**config.mk**
```make
export PLATFORM = sky130hd
export DESIGN_NAME = minerTop
export DESIGN_NICKNAME = d
export VERILOG_FILES = /design/src/logic/minerPkg.sv /design/src/logic/sha256Core.sv /design/src/logic/nonceSearch.sv /design/src/logic/segmentScan.sv /design/src/logic/minerTop.sv
export SDC_FILE = /design/constraint.sdc
export NUM_CORES = 2
export LEC_CHECK = 0
export ABC_AREA = 1
export BUFFER_PORTS_ARGS = -buffer_cell sky130_fd_sc_hd__buf_4
export CAP_MARGIN = 0
export CORE_MARGIN = 10
export CORE_UTILIZATION = 60
export DETAILED_ROUTE_END_ITERATION = 10
export GPL_TIMING_DRIVEN = 0
export PLACE_DENSITY_LB_ADDON = 0.2
export SYNTH_ARGS = -nofsm -noshare
export SYNTH_HDL_FRONTEND = slang
export SYNTH_HIERARCHICAL = 1
export SYNTH_SLANG_ARGS = --single-unit
```
**constraint.sdc**
```tcl
create_clock -name clock -period 63.6 [get_ports clock]
set_input_delay 12.72 -clock clock [delete_from_list [all_inputs] [get_ports clock]]
set_output_delay 12.72 -clock clock [all_outputs]
set_load 0.01 [all_outputs]
```
**src/logic/minerPkg.sv**
```systemverilog
package minerPkg;

    // sha-256 word and the wider values built from words
    typedef logic [31:0]  word_t;
    typedef logic [255:0] digest_t;
    typedef logic [511:0] block_t;
    // header without its trailing nonce
    typedef logic [607:0] header_t;
    // required leading zeros, 0 to 32
    typedef logic [5:0]   zeroCount_t;

    typedef enum logic [2:0] {
        idle,
        midstate,
        compress,
        check,
        done
    } searchState_t;

    // full header length in bits, goes into the padding
    localparam int headerBits = 640;

    // each display digit stays lit for 2**scanBits clocks
    localparam int scanBits = 10;

    // initial chaining value, word a in the top bits
    localparam digest_t hashInit = {
        32'h6a09e667, 32'hbb67ae85, 32'h3c6ef372, 32'ha54ff53a,
        32'h510e527f, 32'h9b05688c, 32'h1f83d9ab, 32'h5be0cd19
    };

    localparam word_t roundK [0:63] = '{
        32'h428a2f98, 32'h71374491, 32'hb5c0fbcf, 32'he9b5dba5,
        32'h3956c25b, 32'h59f111f1, 32'h923f82a4, 32'hab1c5ed5,
        32'hd807aa98, 32'h12835b01, 32'h243185be, 32'h550c7dc3,
        32'h72be5d74, 32'h80deb1fe, 32'h9bdc06a7, 32'hc19bf174,
        32'he49b69c1, 32'hefbe4786, 32'h0fc19dc6, 32'h240ca1cc,
        32'h2de92c6f, 32'h4a7484aa, 32'h5cb0a9dc, 32'h76f988da,
        32'h983e5152, 32'ha831c66d, 32'hb00327c8, 32'hbf597fc7,
        32'hc6e00bf3, 32'hd5a79147, 32'h06ca6351, 32'h14292967,
        32'h27b70a85, 32'h2e1b2138, 32'h4d2c6dfc, 32'h53380d13,
        32'h650a7354, 32'h766a0abb, 32'h81c2c92e, 32'h92722c85,
        32'ha2bfe8a1, 32'ha81a664b, 32'hc24b8b70, 32'hc76c51a3,
        32'hd192e819, 32'hd6990624, 32'hf40e3585, 32'h106aa070,
        32'h19a4c116, 32'h1e376c08, 32'h2748774c, 32'h34b0bcb5,
        32'h391c0cb3, 32'h4ed8aa4a, 32'h5b9cca4f, 32'h682e6ff3,
        32'h748f82ee, 32'h78a5636f, 32'h84c87814, 32'h8cc70208,
        32'h90befffa, 32'ha4506ceb, 32'hbef9a3f7, 32'hc67178f2
    };

    // bit order {dp, g, f, e, d, c, b, a}, low lights the segment
    // dp stays dark
    localparam logic [7:0] hexSegments [0:15] = '{
        8'hc0, 8'hf9, 8'ha4, 8'hb0, 8'h99, 8'h92, 8'h82, 8'hf8,
        8'h80, 8'h90, 8'h88, 8'h83, 8'hc6, 8'ha1, 8'h86, 8'h8e
    };

endpackage

```
**src/logic/sha256Core.sv**
```systemverilog
`timescale 1ns/1ps

module sha256Core (
    input  logic              clock,
    input  logic              rst,
    input  logic              hashReq,
    output logic              hashAck,
    input  minerPkg::digest_t chainIn,
    input  minerPkg::block_t  block,
    output minerPkg::digest_t chainOut
);
    import minerPkg::*;

    // working variables
    word_t a, b, c, d, e, f, g, h;
    // sliding schedule window, w[0] is the word of the current round
    word_t w [0:15];
    logic [5:0] round;
    logic busy;

    word_t t1;
    word_t t2;
    word_t nextW;
    digest_t nextVars;

    function automatic word_t rotr(input word_t x, input int n);
        return (x >> n) | (x << (32 - n));
    endfunction

    function automatic word_t bigSigma0(input word_t x);
        return rotr(x, 2) ^ rotr(x, 13) ^ rotr(x, 22);
    endfunction

    function automatic word_t bigSigma1(input word_t x);
        return rotr(x, 6) ^ rotr(x, 11) ^ rotr(x, 25);
    endfunction

    function automatic word_t smallSigma0(input word_t x);
        return rotr(x, 7) ^ rotr(x, 18) ^ (x >> 3);
    endfunction

    function automatic word_t smallSigma1(input word_t x);
        return rotr(x, 17) ^ rotr(x, 19) ^ (x >> 10);
    endfunction

    // one round of the compression
    always_comb begin
        t1 = h + bigSigma1(e) + ((e & f) ^ (~e & g)) + roundK[round] + w[0];
        t2 = bigSigma0(a) + ((a & b) ^ (a & c) ^ (b & c));
        // word sixteen ahead of the current one
        nextW = smallSigma1(w[14]) + w[9] + smallSigma0(w[1]) + w[0];
        nextVars = {t1 + t2, a, b, c, d + t1, e, f, g};
    end

    // handshake and round count
    always_ff @(posedge clock) begin
        if (rst) begin
            busy <= 1'b0;
            hashAck <= 1'b0;
            round <= '0;
        end else if (hashAck) begin
            // result held until the request drops
            if (!hashReq) begin
                hashAck <= 1'b0;
            end
        end else if (busy) begin
            round <= round + 6'd1;
            if (round == 6'd63) begin
                busy <= 1'b0;
                hashAck <= 1'b1;
            end
        end else if (hashReq) begin
            // load cycle
            busy <= 1'b1;
            round <= '0;
        end
    end

    // datapath
    always_ff @(posedge clock) begin
        if (!busy && !hashAck && hashReq) begin
            {a, b, c, d, e, f, g, h} <= chainIn;
            for (int i = 0; i < 16; i++) begin
                w[i] <= block[511 - 32 * i -: 32];
            end
        end else if (busy) begin
            {a, b, c, d, e, f, g, h} <= nextVars;
            for (int i = 0; i < 15; i++) begin
                w[i] <= w[i + 1];
            end
            w[15] <= nextW;
            // feed-forward in the last round
            if (round == 6'd63) begin
                for (int i = 0; i < 8; i++) begin
                    chainOut[255 - 32 * i -: 32] <=
                        chainIn[255 - 32 * i -: 32] + nextVars[255 - 32 * i -: 32];
                end
            end
        end
    end

endmodule

```
**src/logic/nonceSearch.sv**
```systemverilog
`timescale 1ns/1ps

module nonceSearch (
    input  logic                 clock,
    input  logic                 rst,
    input  logic                 startReq,
    output logic                 startAck,
    input  minerPkg::header_t    header,
    input  minerPkg::zeroCount_t zeroBits,
    output logic                 hashReq,
    input  logic                 hashAck,
    output minerPkg::digest_t    chainIn,
    output minerPkg::block_t     block,
    input  minerPkg::digest_t    chainOut,
    output minerPkg::word_t      foundNonce,
    output minerPkg::digest_t    foundHash,
    output logic                 led
);
    import minerPkg::*;

    searchState_t state;
    word_t nonce;
    digest_t midHash;
    word_t zeroMask;
    logic hit;

    // first block from the fixed header, second block padded around the nonce
    assign chainIn = (state == midstate) ? hashInit : midHash;
    assign block = (state == midstate) ? header[607:96]
                 : {header[95:0], nonce, 1'b1, 319'b0, 64'(headerBits)};

    // top zeroBits bits of the hash must be clear
    assign zeroMask = ~({32{1'b1}} >> zeroBits);
    assign hit = (chainOut[255:224] & zeroMask) == '0;

    always_ff @(posedge clock) begin
        if (rst) begin
            state <= idle;
            startAck <= 1'b0;
            hashReq <= 1'b0;
            led <= 1'b0;
            nonce <= '0;
            foundNonce <= '0;
        end else begin
            case (state)
                idle: begin
                    if (startReq) begin
                        nonce <= '0;
                        led <= 1'b0;
                        hashReq <= 1'b1;
                        state <= midstate;
                    end
                end
                midstate: begin
                    if (hashAck) begin
                        hashReq <= 1'b0;
                        state <= compress;
                    end
                end
                compress: begin
                    // wait out the previous ack before a new request
                    if (!hashReq && !hashAck) begin
                        hashReq <= 1'b1;
                    end else if (hashReq && hashAck) begin
                        hashReq <= 1'b0;
                        state <= check;
                    end
                end
                check: begin
                    if (hit) begin
                        foundNonce <= nonce;
                        startAck <= 1'b1;
                        led <= 1'b1;
                        state <= done;
                    end else begin
                        nonce <= nonce + 32'd1;
                        state <= compress;
                    end
                end
                done: begin
                    // host closes the handshake
                    if (!startReq) begin
                        startAck <= 1'b0;
                        state <= idle;
                    end
                end
                default: state <= idle;
            endcase
        end
    end

    // result and midstate capture
    always_ff @(posedge clock) begin
        if (state == midstate && hashAck) begin
            midHash <= chainOut;
        end
        if (state == check && hit) begin
            foundHash <= chainOut;
        end
    end

endmodule

```
**src/logic/segmentScan.sv**
```systemverilog
`timescale 1ns/1ps

module segmentScan (
    input  logic            clock,
    input  logic            rst,
    input  minerPkg::word_t value,
    output logic [7:0]      ca,
    output logic [7:0]      an
);
    import minerPkg::*;

    // top three bits pick the digit
    logic [scanBits + 2:0] scanCount;
    logic [2:0] digit;
    logic [3:0] nibble;

    always_ff @(posedge clock) begin
        if (rst) begin
            scanCount <= '0;
        end else begin
            scanCount <= scanCount + 1'b1;
        end
    end

    assign digit = scanCount[scanBits + 2:scanBits];

    // digit 0 is the least significant nibble
    assign nibble = value[4 * digit +: 4];

    // one anode low at a time
    assign an = ~(8'b0000_0001 << digit);
    assign ca = hexSegments[nibble];

endmodule

```
**src/logic/minerTop.sv**
```systemverilog
`timescale 1ns/1ps

module minerTop (
    input  logic                 clock,
    input  logic                 rst,
    input  logic                 startReq,
    output logic                 startAck,
    input  minerPkg::header_t    header,
    input  minerPkg::zeroCount_t zeroBits,
    output minerPkg::word_t      foundNonce,
    output minerPkg::digest_t    foundHash,
    output logic                 led,
    output logic [7:0]           ca,
    output logic [7:0]           an
);
    import minerPkg::*;

    // search to core handshake
    logic hashReq;
    logic hashAck;
    digest_t chainIn;
    block_t block;
    digest_t chainOut;

    nonceSearch i_nonceSearch (
        .clock      (clock),
        .rst        (rst),
        .startReq   (startReq),
        .startAck   (startAck),
        .header     (header),
        .zeroBits   (zeroBits),
        .hashReq    (hashReq),
        .hashAck    (hashAck),
        .chainIn    (chainIn),
        .block      (block),
        .chainOut   (chainOut),
        .foundNonce (foundNonce),
        .foundHash  (foundHash),
        .led        (led)
    );

    sha256Core i_sha256Core (
        .clock    (clock),
        .rst      (rst),
        .hashReq  (hashReq),
        .hashAck  (hashAck),
        .chainIn  (chainIn),
        .block    (block),
        .chainOut (chainOut)
    );

    // latched nonce on the display
    segmentScan i_segmentScan (
        .clock (clock),
        .rst   (rst),
        .value (foundNonce),
        .ca    (ca),
        .an    (an)
    );

endmodule

```
==> results.md <==
* Critical Setup Path Class: register to output port
* Gr ovfl total at 0
* Die span in y at 424 um
* Synth async-reset ratio at 0%
* Sequential fraction of the synthesis area at 49.0%
* Commonest cells after routing, fill and taps aside: 3718 x nand2_1, 1536 x edfxtp_1, 1384 x inv_1
* Arrival @ worst endpoint at 2.83 ns
* Fin. Hold Viols at 0
* I/O pin count at 923
* Slew @ Worst Pin at 1.68 ns
* CP Capture Type: output port
* Failing checks: capacitance limit, slew limit
* Hold-fix buffers, CTS at 0
* Via count at 88556
* Worst-Skew Late Latency at 0.87 ns
* Average cell area after synthesis at 8.72 um^2
* Initial antenna violation count at 28
* Root Driver: clkbuf_16
* Area grow syn2layout at 16.4%
* Status: complete, but fails checks
* Post-synthesis cell type count at 75
* Dominant synthesized flop cell: edfxtp_1
* Std-Cell Core Area at 162000 um^2
* Startpoint types: register
* Die ar. at 180000 um^2
* Starting Density at 60.3%
* First-pass GRT wire length at 557000 um
* Part of the cycle the worst path needs at 24.4%
* Port-buffer cells at 921
* Worst min path class: register to register
* Routed vias/inst at 6.02
* DRT antenna net count at 0
* Clock sink total at 1627
* Number of global-route vias before repair at 85162
* H-tree Lvls at 4
* DRC violations left at 0
* Fmax at 0.0643 GHz
* Share of layout cells above drive strength 1 at 12.4%
* CTS Buf Count at 165
* Number of synthesis warnings at 6
* Max Root-Sink Buffers at 3
* Seq cells post-synth at 1627
* Critical Path Fanout Max at 10
* Post-CTS Setup Bufs at 0
* Drt wl/cell at 26.7 um
* Nets at 13593
* Mapped Cells at 11226
* Number of setup violations in the final report at 0
* Max-cap violation count at 4
* Unrepaired setup endpoints after global routing: false
* TritonCTS clock tree: done
* Pre-antenna DRT Iters at 10
* WL final at 392000 um
* Drt initial violations at 13826
* Slew headroom at -12.0%
* Post-Syn Nets at 12446
* Post-DP HPWL at 312000 um
* Row count at 148
* Post-synth EDFFs at 1536
* Tot GR Track Use at 42.0%
* Worst path required time at 50.88 ns
* Setup TNS at 0 ns
* Post-layout minimum cycle time at 15.55 ns
* Clock Pin Slew Worst Setup and Hold Paths at 0.06 ns
* Most common cell after layout, fill and taps aside: nand2_1
* Chip Width at 424 um
* Clk_skew at 0.0579 ns
* PostCTS Resize Cnt at 0
* Max-slew violations at 44
* Largest net degree at the start of global routing at 134
* GPL Wtd Cong at 1.11
* Post-Syn Area at 97900 um^2
-- worst max-delay path, stage by stage (launching register included) --
cell and delay [ns]:
dfxtp_1 0.40, inv_2 0.13, buf_6 0.17, nand2_1 0.06
nand2_1 0.05, nand2_1 0.12, nand3_1 0.10, nand2_2 0.16
inv_1 0.10, ha_1 0.22, nand3_1 0.14, nand2_1 0.07
nand2_1 0.06, nand2_1 0.05, buf_4 0.14
-- flip-flops by register name, indices dropped and copies added, names as in the netlist, 256 cells and up --
signal	flops
i_nonceSearch/foundHash	256
i_sha256Core/chainOut	256
i_nonceSearch/midHash	256
i_sha256Core/w	512
-- through the flow --
stage	cells	hold slack [ns]	instance area [um^2]	utilization [%]	setup WS [ns]
after floorplan	11226	0.416	97900	-	36.80
after detailed placement	14381	0.431	108000	66.7	47.54
after global routing	14696	0.442	114000	70.2	47.97
final	14699	0.439	114000	70.2	48.05
after CTS	14688	0.443	114000	70.1	48.07
after global placement	14322	0.424	107000	66.2	21.77
-- synth_stat cells, types with 16 or more instances --
| master | instances | share of area [%] |
|---|---|---|
| nand2_1 | 3719 | 14 |
| edfxtp_1 | 1536 | 47 |
| inv_1 | 1384 | 5.3 |
| nor2_1 | 937 | 3.6 |
| a21oi_1 | 541 | 2.8 |
| ha_1 | 408 | 5.2 |
| xor2_1 | 371 | 3.3 |
| clkbuf_1 | 336 | 1.3 |
| o21ai_0 | 336 | 1.7 |
| nand3_1 | 282 | 1.4 |
| xnor2_1 | 231 | 2.1 |
| fa_1 | 195 | 4.0 |
| or2_2 | 147 | 0.94 |
| dfxtp_1 | 91 | 1.9 |
| nor3_1 | 90 | 0.46 |
| o21bai_1 | 64 | 0.49 |
| a31oi_1 | 55 | 0.35 |
| o21ai_1 | 46 | 0.24 |
| a21o_1 | 44 | 0.34 |
| nand4_1 | 40 | 0.26 |
| mux2i_1 | 26 | 0.27 |
| nor4_1 | 24 | 0.15 |
| o211ai_1 | 23 | 0.18 |
| buf_2 | 22 | 0.11 |
| nand2_2 | 19 | 0.12 |
| buf_1 | 16 | 0.061 |
-- path summary, 6_finish.rpt --
path                                                             start                                     end  slack, ns  cells past startpoint
worst min-delay path              i_sha256Core/chainOut[165]$_DFFE_PP_  i_nonceSearch/foundHash[165]$_DFFE_PP_       0.44                      0
worst min register to register    i_sha256Core/chainOut[165]$_DFFE_PP_  i_nonceSearch/foundHash[165]$_DFFE_PP_       0.44                      0
worst max register to register      i_sha256Core/round[1]$_SDFFE_PP0P_    i_sha256Core/chainOut[255]$_DFFE_PP_      52.67                     49
worst max-delay path            i_segmentScan/scanCount[10]$_SDFF_PP0_                                   ca[5]      48.05                     14
-- per-layer routing --
layer | share of wire (%) | wire [um] | global-route usage [%] | up-vias
li1 | - | - | - | 38552
met4 | 7.8 | 30700 | 26.3 | 38
met2 | 43 | 168000 | 62.8 | 7205
met3 | 14 | 54800 | 13.8 | 1530
met1 | 35 | 138000 | 52.7 | 41231
met5 | 0.087 | 342 | 0.484 | -
-- final cells by class --
class,count,area [um^2]
Antenna cell,11,27.5
Buffer,394,1630
Clock buffer,191,4290
Clock inverter,116,1250
Fill cell,11872,48500
Inverter,1401,5260
Multi-Input combinational cell,7804,43000
Sequential cell,1627,47900
Tap cell,2175,2720
Timing Repair Buffer,980,7760
-- logic make-up (layout without fill, tap and decap cells) --
kind of cell,Yosys count,in the layout,synth area share (%)
other,1,12,0.00383
AO/OA/AOI/OAI,1249,1249,7.30
flip-flops,1627,1627,49.0
XOR/XNOR,603,603,5.40
buffers and inverters,1795,3082,7.04
multiplexers,26,26,0.266
adder cells (fa/ha/maj),606,606,9.24
AND/OR/NAND/NOR,5319,5319,21.8
Power is not shown: default switching activity piles up to over one toggle a cycle in this logic, so the estimate is an artifact.
